--- config.mk ---
export PLATFORM = sky130hd
export DESIGN_NAME = rsp_order_top
export DESIGN_NICKNAME = d
export VERILOG_FILES = /design/src/source/rsp_order_pkg.sv /design/src/source/slot_port_if.sv /design/src/source/slot_ram.sv /design/src/source/write_mdata_heap.sv /design/src/source/read_reorder_buffer.sv /design/src/source/rsp_order_top.sv
export SDC_FILE = /design/constraint.sdc
export NUM_CORES = 1
export LEC_CHECK = 0
export BUFFER_PORTS_ARGS = -buffer_cell sky130_fd_sc_hd__buf_2
export CAP_MARGIN = 20
export CORE_MARGIN = 3
export CORE_UTILIZATION = 50
export CTS_CLUSTER_SIZE = 24
export DETAILED_ROUTE_END_ITERATION = 7
export PLACE_DENSITY = 0.65
export SLEW_MARGIN = 0
export SYNTH_ARGS = -nofsm -noshare
export SYNTH_HDL_FRONTEND = slang
export SYNTH_SLANG_ARGS = --single-unit
export TNS_END_PERCENT = 10
--- constraint.sdc ---
create_clock -name clk -period 4.84 [get_ports clk]
set_input_delay 0.242 -clock clk [delete_from_list [all_inputs] [get_ports clk]]
set_output_delay 0.242 -clock clk [all_outputs]
set_load 0.01 [all_outputs]
--- src/source/rsp_order_pkg.sv ---
/*
 * Shared sizes and payload types for the response-ordering shim.
 * MAX_ACTIVE_REQS must be a power of two so that tag pointers wrap on
 * their own. ALMOST_FULL_RESERVE must cover the one request that may
 * arrive in the cycle almost-full rises.
 */

package rsp_order_pkg;

    // ==============================
    // Sizes
    // ==============================

    // In-flight requests per channel, which is also the tag space
    localparam int MAX_ACTIVE_REQS = 16;
    localparam int REQ_IDX_BITS = $clog2(MAX_ACTIVE_REQS);

    // Requester metadata and data widths
    localparam int MDATA_BITS = 16;
    localparam int DATA_BITS = 32;

    // Slots held back when almost-full is raised
    localparam int ALMOST_FULL_RESERVE = 2;

    // ==============================
    // Types
    // ==============================

    // Tag sent to the fabric in place of the requester's metadata
    typedef logic [REQ_IDX_BITS-1:0] t_req_idx;

    // Free-slot counter, one bit wider so that it can hold MAX_ACTIVE_REQS
    typedef logic [REQ_IDX_BITS:0] t_slot_cnt;

    typedef logic [MDATA_BITS-1:0] t_mdata;
    typedef logic [DATA_BITS-1:0] t_data;

endpackage

--- src/source/slot_port_if.sv ---
/*
 * One write port and one read port of a slot memory.
 * rd_data follows rd_idx by one cycle; a read of a slot written in the
 * same cycle returns the old content.
 */

`timescale 1ns/1ns

interface slot_port_if
    import rsp_order_pkg::*;
#(
    parameter type t_payload = logic
)
();

    // Write side
    logic wr_en;
    t_req_idx wr_idx;
    t_payload wr_data;

    // Read side
    t_req_idx rd_idx;
    t_payload rd_data;

    // The block that owns the slots picks indices and supplies data
    modport owner (output wr_en, output wr_idx, output wr_data, output rd_idx,
                   input rd_data);

    // The storage itself only returns read data
    modport ram (input wr_en, input wr_idx, input wr_data, input rd_idx,
                 output rd_data);

endinterface

--- src/source/slot_ram.sv ---
/*
 * Indexed slot storage with one synchronous write and a registered read.
 * Contents are not cleared by reset, so a slot must be written before
 * it is read back.
 */

`timescale 1ns/1ns

module slot_ram
    import rsp_order_pkg::*;
#(
    parameter type t_payload = logic
)
(
    input logic clk,
    slot_port_if.ram port
);

    // One entry per tag
    t_payload mem [MAX_ACTIVE_REQS];

    // Write takes effect at the clock edge
    always_ff @(posedge clk)
    begin
        if (port.wr_en)
        begin
            mem[port.wr_idx] <= port.wr_data;
        end
    end

    // Registered read
    // A slot written in the same cycle still returns its old content here,
    // since the write above has not landed yet
    always_ff @(posedge clk)
    begin
        port.rd_data <= mem[port.rd_idx];
    end

endmodule

--- src/source/write_mdata_heap.sv ---
/*
 * Tag heap for the write channel. Hands out free tags, parks the
 * requester metadata under each tag, and restores it two cycles after the
 * fabric answers. The requester must stop allocating while almost_full
 * is high, and the fabric must only answer tags that are outstanding.
 */

`timescale 1ns/1ns

module write_mdata_heap
    import rsp_order_pkg::*;
(
    input logic clk,
    input logic reset,

    // Allocation by a new write request
    input logic alloc,
    input t_mdata alloc_mdata,
    output t_req_idx alloc_idx,
    output logic almost_full,

    // Response from the fabric, by tag
    input logic rsp_valid,
    input t_req_idx rsp_idx,
    output logic restored_valid,
    output t_mdata restored_mdata
);

    // ==============================
    // Free list
    // ==============================

    // Circular list of free tags
    // Allocation pops from the head and a freed tag is pushed at the tail
    t_req_idx free_list [MAX_ACTIVE_REQS];
    t_req_idx fl_head;
    t_req_idx fl_tail;
    t_slot_cnt free_cnt;

    assign alloc_idx = free_list[fl_head];

    // Raised while only the reserve is left
    assign almost_full = (free_cnt <= t_slot_cnt'(ALMOST_FULL_RESERVE));

    always_ff @(posedge clk)
    begin
        if (reset)
        begin
            // Every tag starts out free, in order
            for (int i = 0; i < MAX_ACTIVE_REQS; i++)
            begin
                free_list[i] <= t_req_idx'(i);
            end
            fl_head <= '0;
            fl_tail <= '0;
            free_cnt <= t_slot_cnt'(MAX_ACTIVE_REQS);
        end
        else
        begin
            if (alloc)
            begin
                fl_head <= fl_head + 1'b1;
            end

            // The freed tag lands behind every other free tag, so it is
            // not handed out again in the same cycle
            if (rsp_valid)
            begin
                free_list[fl_tail] <= rsp_idx;
                fl_tail <= fl_tail + 1'b1;
            end

            case ({alloc, rsp_valid})
                2'b10: free_cnt <= free_cnt - 1'b1;
                2'b01: free_cnt <= free_cnt + 1'b1;
                default: free_cnt <= free_cnt;
            endcase
        end
    end

    // ==============================
    // Metadata storage
    // ==============================

    slot_port_if #(.t_payload(t_mdata)) mdata_port ();

    // Metadata is parked under the tag it was given
    assign mdata_port.wr_en = alloc;
    assign mdata_port.wr_idx = alloc_idx;
    assign mdata_port.wr_data = alloc_mdata;

    // Look up by the tag the fabric returned
    assign mdata_port.rd_idx = rsp_idx;

    slot_ram #(.t_payload(t_mdata)) mdata_ram
    (
        .clk,
        .port(mdata_port.ram)
    );

    // RAM data shows up one cycle after the response, the output register
    // adds the second cycle
    logic rsp_valid_q;

    always_ff @(posedge clk)
    begin
        if (reset)
        begin
            rsp_valid_q <= 1'b0;
            restored_valid <= 1'b0;
        end
        else
        begin
            rsp_valid_q <= rsp_valid;
            restored_valid <= rsp_valid_q;
        end
    end

    always_ff @(posedge clk)
    begin
        if (rsp_valid_q)
        begin
            restored_mdata <= mdata_port.rd_data;
        end
    end

endmodule

--- src/source/read_reorder_buffer.sv ---
/*
 * Reorder buffer for the read channel. Slots are allocated in request
 * order, filled by fabric responses in any order, and released in
 * request order at most one per cycle. Output follows a dequeue by two
 * cycles and has no back-pressure.
 */

`timescale 1ns/1ns

module read_reorder_buffer
    import rsp_order_pkg::*;
(
    input logic clk,
    input logic reset,

    // Allocation by a new read request
    input logic alloc,
    input t_mdata alloc_mdata,
    output t_req_idx alloc_idx,
    output logic almost_full,

    // Fill from the fabric, by tag
    input logic fill_valid,
    input t_req_idx fill_idx,
    input t_data fill_data,

    // In-order output toward the requester
    output logic out_valid,
    output t_mdata out_mdata,
    output t_data out_data
);

    // ==============================
    // Ring control
    // ==============================

    // Tail is the next slot to allocate and head the oldest one in use
    t_req_idx rob_head;
    t_req_idx rob_tail;
    t_slot_cnt free_cnt;

    // Set when a slot's response has arrived
    logic [MAX_ACTIVE_REQS-1:0] filled;

    logic deq;

    // The tag handed to the fabric is the slot index itself
    assign alloc_idx = rob_tail;

    assign almost_full = (free_cnt <= t_slot_cnt'(ALMOST_FULL_RESERVE));

    // The oldest slot leaves as soon as its data is in.
    // A slot that is not in use always has its filled bit clear
    assign deq = filled[rob_head];

    always_ff @(posedge clk)
    begin
        if (reset)
        begin
            rob_head <= '0;
            rob_tail <= '0;
            free_cnt <= t_slot_cnt'(MAX_ACTIVE_REQS);
            filled <= '0;
        end
        else
        begin
            if (alloc)
            begin
                rob_tail <= rob_tail + 1'b1;
            end

            if (deq)
            begin
                rob_head <= rob_head + 1'b1;
                filled[rob_head] <= 1'b0;
            end

            // A fill never names the slot being dequeued, since that slot
            // has already been filled
            if (fill_valid)
            begin
                filled[fill_idx] <= 1'b1;
            end

            case ({alloc, deq})
                2'b10: free_cnt <= free_cnt - 1'b1;
                2'b01: free_cnt <= free_cnt + 1'b1;
                default: free_cnt <= free_cnt;
            endcase
        end
    end

    // ==============================
    // Slot storage
    // ==============================

    slot_port_if #(.t_payload(t_mdata)) mdata_port ();
    slot_port_if #(.t_payload(t_data)) data_port ();

    // Metadata is written at allocation
    assign mdata_port.wr_en = alloc;
    assign mdata_port.wr_idx = rob_tail;
    assign mdata_port.wr_data = alloc_mdata;
    assign mdata_port.rd_idx = rob_head;

    // Data is written when the fabric answers
    assign data_port.wr_en = fill_valid;
    assign data_port.wr_idx = fill_idx;
    assign data_port.wr_data = fill_data;
    assign data_port.rd_idx = rob_head;

    slot_ram #(.t_payload(t_mdata)) mdata_ram
    (
        .clk,
        .port(mdata_port.ram)
    );

    slot_ram #(.t_payload(t_data)) data_ram
    (
        .clk,
        .port(data_port.ram)
    );

    // ==============================
    // Output pipeline
    // ==============================

    // One stage for the RAM read and one for the output register.
    // A new dequeue may start every cycle, so up to two are in flight
    logic deq_q;

    always_ff @(posedge clk)
    begin
        if (reset)
        begin
            deq_q <= 1'b0;
            out_valid <= 1'b0;
        end
        else
        begin
            deq_q <= deq;
            out_valid <= deq_q;
        end
    end

    always_ff @(posedge clk)
    begin
        if (deq_q)
        begin
            out_mdata <= mdata_port.rd_data;
            out_data <= data_port.rd_data;
        end
    end

endmodule

--- src/source/rsp_order_top.sv ---
/*
 * Response-ordering shim between a requester and an out-of-order fabric.
 * Requests pass through in the same cycle with a tag in place of their
 * metadata. Read responses return in request order, write responses in
 * fabric order two cycles later. The requester must honor almost-full.
 */

`timescale 1ns/1ns

module rsp_order_top
    import rsp_order_pkg::*;
(
    input logic clk,
    input logic reset,

    // Requester read channel
    input logic afu_rd_req_valid,
    input t_mdata afu_rd_req_mdata,
    output logic afu_rd_almost_full,
    output logic afu_rd_rsp_valid,
    output t_mdata afu_rd_rsp_mdata,
    output t_data afu_rd_rsp_data,

    // Requester write channel
    input logic afu_wr_req_valid,
    input t_mdata afu_wr_req_mdata,
    input t_data afu_wr_req_data,
    output logic afu_wr_almost_full,
    output logic afu_wr_rsp_valid,
    output t_mdata afu_wr_rsp_mdata,

    // Fabric read channel
    output logic fiu_rd_req_valid,
    output t_req_idx fiu_rd_req_tag,
    input logic fiu_rd_almost_full,
    input logic fiu_rd_rsp_valid,
    input t_req_idx fiu_rd_rsp_tag,
    input t_data fiu_rd_rsp_data,

    // Fabric write channel
    output logic fiu_wr_req_valid,
    output t_req_idx fiu_wr_req_tag,
    output t_data fiu_wr_req_data,
    input logic fiu_wr_almost_full,
    input logic fiu_wr_rsp_valid,
    input t_req_idx fiu_wr_rsp_tag
);

    logic rob_almost_full;
    logic heap_almost_full;

    // ==============================
    // Read channel
    // ==============================

    // Requests go straight out, tagged with their reorder slot
    assign fiu_rd_req_valid = afu_rd_req_valid;
    assign afu_rd_almost_full = fiu_rd_almost_full | rob_almost_full;

    read_reorder_buffer rd_rob
    (
        .clk,
        .reset,
        .alloc(afu_rd_req_valid),
        .alloc_mdata(afu_rd_req_mdata),
        .alloc_idx(fiu_rd_req_tag),
        .almost_full(rob_almost_full),
        .fill_valid(fiu_rd_rsp_valid),
        .fill_idx(fiu_rd_rsp_tag),
        .fill_data(fiu_rd_rsp_data),
        .out_valid(afu_rd_rsp_valid),
        .out_mdata(afu_rd_rsp_mdata),
        .out_data(afu_rd_rsp_data)
    );

    // ==============================
    // Write channel
    // ==============================

    // Data passes untouched, the metadata waits in the heap
    assign fiu_wr_req_valid = afu_wr_req_valid;
    assign fiu_wr_req_data = afu_wr_req_data;
    assign afu_wr_almost_full = fiu_wr_almost_full | heap_almost_full;

    write_mdata_heap wr_heap
    (
        .clk,
        .reset,
        .alloc(afu_wr_req_valid),
        .alloc_mdata(afu_wr_req_mdata),
        .alloc_idx(fiu_wr_req_tag),
        .almost_full(heap_almost_full),
        .rsp_valid(fiu_wr_rsp_valid),
        .rsp_idx(fiu_wr_rsp_tag),
        .restored_valid(afu_wr_rsp_valid),
        .restored_mdata(afu_wr_rsp_mdata)
    );

endmodule

==> results of run 1 <==
## final cells by class
| type | instances | area, um^2 | share of cell area (%) |
|---|---|---|---|
| multi-input combinational | 718 | 10300 | 18.6 |
| tap | 1254 | 1570 | 2.84 |
| sequential | 1266 | 36900 | 66.7 |
| timing repair buffer | 294 | 2140 | 3.88 |
| clock buffer | 165 | 3520 | 6.37 |
| inverter | 16 | 62.6 | 0.113 |
| antenna | 2 | 5.00 | 0.00905 |
| clock inverter | 79 | 830 | 1.50 |
## power breakdown
| group | internal, mW | total [mW] | switching, mW | leakage [nW] |
|---|---|---|---|---|
| clock network | 5.82 | 9.98 | 4.16 | 2.11 |
| registers | 12.2 | 12.3 | 0.109 | 11.3 |
| logic | 0.422 | 0.966 | 0.544 | 4.22 |
| total | 18.4 | 23.3 | 4.82 | 17.7 |
## synthesized netlist by cell type, types with 6 or more instances
| cell | number | area share [%] |
|---|---|---|
| or3_1 | 31 | 0.41 |
| nor3_1 | 12 | 0.13 |
| mux4_1 | 15 | 0.82 |
| nand2_1 | 33 | 0.26 |
| inv_1 | 15 | 0.12 |
| xor2_1 | 10 | 0.18 |
| mux4_2 | 331 | 16 |
| buf_1 | 18 | 0.14 |
| a21oi_1 | 24 | 0.25 |
| mux2i_1 | 11 | 0.23 |
| dfxtp_1 | 114 | 4.8 |
| ha_1 | 22 | 0.58 |
| buf_4 | 34 | 0.53 |
| or2_2 | 18 | 0.24 |
| buf_2 | 29 | 0.30 |
| nor2_1 | 89 | 0.70 |
| and2_1 | 49 | 0.64 |
| nand2b_1 | 9 | 0.12 |
| xnor2_1 | 6 | 0.11 |
| edfxtp_1 | 1152 | 72 |
| clkbuf_1 | 54 | 0.42 |
| nor2b_1 | 8 | 0.10 |
| nand3_1 | 10 | 0.10 |
## critical path: cells and delay by family, from the launching register on
family	cells	cell delay [ps]
buffers and inverters	4	1070
AOI/OAI and AO/OA	3	590
muxes	2	530
adders and majority gates	2	510
and+or+nand+nor	2	440
DFF	1	420
## cell usage in the layout, fill, tap and decap left out, types with 25 or more instances in the layout
cell / instances
and2_1: 49
buf_4: 57
or3_1: 31
nand2_1: 33
clkbuf_1: 25
nor2_1: 77
dfxtp_1: 110
clkbuf_16: 133
edfxtp_1: 1152
buf_2: 156
dlygate4sd3_1: 70
mux4_2: 331
## layer usage
layer  GRT usage [%]  share of wire (%)  up-vias
li1                -                  -     9405
met1            29.1                 41    11700
met2            32.7                 50      724
met3            4.17                6.6      166
met4            6.01                2.2        2
met5               0              0.013        -
## flip-flops by register name, summed over array words and instances, names as in the netlist, 32 cells and up, named ones only
register / flops
rd_rob.data_ram.mem: 512
rd_rob.data_ram.port.rd_data: 32
rd_rob.mdata_ram.mem: 256
rd_rob.out_data: 32
wr_heap.free_list: 64
wr_heap.mdata_ram.mem: 256
## worst max path at each step
stage	from	slack [ps]	depth (start not counted)	end
after CTS	rd_rob.data_port.rd_idx[0]	1130	13	rd_rob.free_cnt[4]
after global placement	rd_rob.data_port.rd_idx[0]	1220	13	rd_rob.free_cnt[4]
after detailed placement	rd_rob.data_port.rd_idx[0]	1180	13	rd_rob.free_cnt[4]
after global routing	rd_rob.data_port.rd_idx[0]	850	13	rd_rob.free_cnt[4]
after floorplan	fiu_rd_rsp_tag[1]	1370	2	rd_rob.data_ram.mem[0][0]
final	rd_rob.data_port.rd_idx[0]	1200	13	rd_rob.free_cnt[4]
## kinds of logic after synthesis
| kind of cell | count (synthesis) | synth area share [%] |
|---|---|---|
| XOR/XNOR | 16 | 0.293 |
| buffers and inverters | 155 | 1.65 |
| AO/OA/AOI/OAI | 41 | 0.555 |
| multiplexers | 360 | 16.7 |
| AND/OR/NAND/NOR | 277 | 2.99 |
| adder cells (fa/ha/maj) | 24 | 0.659 |
| flip-flops | 1266 | 77.1 |
## what timing repair did
action                                 4_1_cts  5_1_grt
hold buffers                                70        0
setup buffers                                0        0
endpoints found under the hold margin     1043        0
setup endpoints to repair                    0        0
==> results.md, run 1 <==
* Status: finished clean
* PD cells at 421 nW/um^2
* Num CTS Buffers at 132
* Worst-case reg-to-reg path depth at 13
* Vias post-DR at 22000
* Layout cells sized above 1 at 31.6%
* Hpwl dp at 55200 um
* Unrepaired setup endpoints after global routing: no
* Hold path depth at 2
* Top-level I/O count at 222
* Number of synthesis warnings at 0
* DR WL/cell at 26.2 um
* Post-CTS sizing at 0
* #FFs+latches synth at 1266
* Die area at 99400 um^2
* Peak VDD IR at 0.352 mV
* Clk_lat worst skew at 730 ps
* Min Tclk post-route at 3640 ps
* Starting Density at 50.8%
* Worst hold slack at 276 ps
* GRT Overall Usage at 20.5%
* Crit path required time at 5490 ps
* Clock Root Buffer: clkbuf_16
* Min-delay worst type: in2reg
* Cell Rows at 112
* Final Util at 58.8%
* Total design power at 23.3 mW
* Vias per cell at 5.79
* Pre-CTS worst setup slack at 1180 ps
* DRC at 0
* R2r startpoint: rd_rob.data_port.rd_idx[0]
* Synthesized instance count at 2139
* Yosys cell types at 51
* Final WL at 99400 um
* Die height at 315 um
* Clock tree buffer depth at 3
* Hold Path Origin: fiu_wr_rsp_tag[3]
* Max-slew violation count at 0
* Fillcell total at 6629
* CP Class: reg2reg
* Post-synth top flop: edfxtp_1
* Placed Cells at 3472
* Cell area after layout at 55300 um^2
* Seq/Total Area, Yosys at 77.1%
* Pre-Repair DR Iteration Count at 5
* Initial DRC Count at 2019
* H-tree levels at 4
* Hold Path End: wr_heap.mdata_ram.port.rd_data[2]
* Placed instance area at 50100 um^2
* R2r setup slk at 1200 ps
* Final Instance Count excl. Fillers at 3794
* Most common cell on crit path: inv_1
* Nature of the critical path endpoint: flop
* Slew @ Worst Pin at 1340 ps
* CP Max Fanout at 38
* Clk_skew at 17.3 ps
* Syn nets at 2275
* LEAKAGE at 17.7 nW
* Synth async-reset ratio at 0%
* Vias in the first global route at 23200
* Relative slew slack at 10.5%
* Crit path max-delay cell type: buf_4
* Avg Inst Size Synth at 22.4 um^2
* I/O Buffers at 157
* Synth Cell Area at 47800 um^2
* Number of flops mapped to enable cells by yosys at 1152
* Fin worst setup slack at 1200 ps
* Nets at 2564
* FF-to-FF End: rd_rob.free_cnt[4]
* Clock Sinks at 1266
* Crit path DAT at 4290 ps
* Worst-path cell chain: buf_4 -> inv_1 -> mux2_2 -> a22oi_2 -> inv_1 -> ha_1 -> inv_1 -> ha_1 -> nor2b_1 -> o21a_1 -> or3_1 -> a21oi_1 -> mux2i_1
* Max Clock Freq at 275 MHz
* Setup total negative slack at 0 ps
* # Max-Cap Violations at 0
* Worst setup SP type: flop
* Pin count of the biggest net entering global routing at 110
* Crit path largest cell delay at 610 ps
* Chip width at 315 um
* First-pass GRT wire length at 149000 um
* TritonCTS clock tree: yes
* GPL Wtd Cong at 0.767
* Detail Route Antenna Nets at 0
* GRT overflow at 0
* Antenna violations before repair at 3
* Final Hold Viols at 0
* Period utilization at 75.2%
* Clock slew at reported path FFs at 60 ps
* Area Growth Syn to Fin at 15.6%
* CORE AREA at 94000 um^2
* # setup viols final at 0
No activity file was read; power rests on OpenSTA's default activity.
==> run 2, diff against run 1 <==
Settings changed: PLACE_DENSITY 0.65 to 0.68.
Clock period 4.84 ns to 3.06 ns, I/O delays scaled along.
==> results.md, run 2 (synthesis results as in run 1) <==
* Max Clock Freq at 345 MHz
* Max-slew violation count at 0
* Clk_lat worst skew at 730 ps
* Hold Path Origin: fiu_rd_rsp_tag[3]
* Top-level I/O count at 222
* DRC at 0
* GRT Overall Usage at 20.6%
* Num CTS Buffers at 130
* Initial DRC Count at 2060
* Nets at 2579
* Crit path required time at 3700 ps
* # setup viols final at 0
* Final Hold Viols at 0
* Chip width at 315 um
* # Max-Cap Violations at 0
* Most frequent cells in the layout: 1152 x edfxtp_1, 331 x mux4_2, 156 x buf_2
* R2r setup slk at 160 ps
* GPL Wtd Cong at 0.745
* Vias in the first global route at 23600
* Pin count of the biggest net entering global routing at 129
* Worst hold slack at 113 ps
* R2r startpoint: rd_rob.data_port.rd_idx[1]
* Relative slew slack at 23.9%
* Largest register by flop count: rd_rob.data_ram.mem
* Clock Root Buffer: clkbuf_16
* Worst setup SP type: flop
* Vias post-DR at 22100
* CP Class: reg2reg
* LEAKAGE at 17.8 nW
* DR WL/cell at 26.2 um
* Unrepaired setup endpoints after global routing: no
* Vias per cell at 5.81
* FF-to-FF End: rd_rob.free_cnt[4]
* PD cells at 661 nW/um^2
* I/O Buffers at 157
* Commonest non-fill, non-tap cell in the layout: edfxtp_1
* H-tree levels at 4
* Period utilization at 94.8%
* CP Max Fanout at 3
* Max reg flops at 512
* Die height at 315 um
* Starting Density at 50.8%
* Status: finished clean
* TritonCTS clock tree: yes
* Die area at 99400 um^2
* Placed instance area at 50500 um^2
* Antenna violations before repair at 6
* Nature of the critical path endpoint: flop
* Regs by FF count: rd_rob.data_ram.mem: 512 flops, rd_rob.mdata_ram.mem: 256 flops, wr_heap.mdata_ram.mem: 256 flops
* Clock slew at reported path FFs at 60 ps
* Layout cells sized above 1 at 32.6%
* Cell Rows at 112
* First-pass GRT wire length at 151000 um
* Crit path DAT at 3540 ps
* CORE AREA at 94000 um^2
* Slew @ Worst Pin at 1140 ps
* Total design power at 36.7 mW
* Worst-case reg-to-reg path depth at 12
* Peak VDD IR at 0.561 mV
* Detail Route Antenna Nets at 0
* Pre-Repair DR Iteration Count at 5
* Min Tclk post-route at 2900 ps
* Cell area after layout at 55600 um^2
* Final WL at 99600 um
* Hold path depth at 3
* Hpwl dp at 54000 um
* Clock tree buffer depth at 3
* Min-delay worst type: in2reg
* Area Growth Syn to Fin at 16.3%
* Clk_skew at 26.1 ps
* Clock Sinks at 1266
* GRT overflow at 0
* Hold Path End: rd_rob.data_ram.mem[6][6]
run 2: cell count changes in the layout (fill, tap and decap cells not counted), moves of 4 or more:
cell / before / now
buf_8: 5 / 1
buf_16: 5 / 0
clkinv_1: 21 / 13
buf_12: 1 / 27
run 2: final cells by class:
class / instances / area, um^2
fillers: 6514 / 38400
inverters: 16 / 62.6
clock buffers: 168 / 3600
well taps: 1254 / 1570
repair buffers: 311 / 2460
flip-flops and latches: 1266 / 36900
clock inverters: 71 / 719
multi-input cells: 718 / 10300
diodes: 5 / 12.5
run 2: how the worst max path moves through the flow:
stage                                     from            endpoint  slack (ps)  depth (start not counted)
finish              rd_rob.data_port.rd_idx[1]  rd_rob.free_cnt[4]         160                         12
global route        rd_rob.data_port.rd_idx[1]  rd_rob.free_cnt[4]           2                         12
CTS                 rd_rob.data_port.rd_idx[0]  rd_rob.free_cnt[4]          40                         12
detailed placement  rd_rob.data_port.rd_idx[0]  rd_rob.free_cnt[4]          60                         12
global placement    rd_rob.data_port.rd_idx[0]  rd_rob.free_cnt[4]          90                         12
floorplan           rd_rob.data_port.rd_idx[1]  rd_rob.free_cnt[4]        -130                         13
run 2: repair_timing:
item,4_1_cts,5_1_grt
endpoints found under the setup margin,0,9
gates resized for setup,0,7
buffers inserted,0,2
hold buffers,68,0
hold endpoints to repair,1048,0
run 2: stage by stage:
step	std cells	setup slack, ps	utilization (%)	TNS [ps]
after floorplan	2139	-132	-	-1540
after global placement	3494	89.0	53.7	0
after detailed placement	3494	61.3	53.7	0
after CTS	3801	38.3	59.1	0
after global routing	3808	2.11	59.1	0
final	3809	160	59.1	0
run 2: worst max-delay path, stage by stage (launching register included):
cell     delay, ps
dfxtp_4        360
mux4_2         510
mux2_2         290
a22oi_2        150
inv_1           70
ha_2           180
inv_2           60
ha_1           230
nor2b_1        140
o21a_1         180
or3_1          320
a21oi_2        150
mux2i_1        190
run 2: power by group:
part / leakage [nW] / internal, mW / switching, mW
Sequential: 11.3 / 19.3 / 0.164
Combinational: 4.34 / 0.712 / 0.886
Clock: 2.11 / 9.23 / 6.44
run 2: metal layers:
layer | routed length, um | track usage (%) | share of wire [%] | up-vias
li1 | - | - | - | 9435
met1 | 40000 | 28.1 | 40 | 11800
met2 | 50700 | 33.8 | 51 | 795
met3 | 6720 | 4.38 | 6.7 | 149
met4 | 2170 | 6.29 | 2.2 | 0
met5 | 0 | 0 | 0 | -
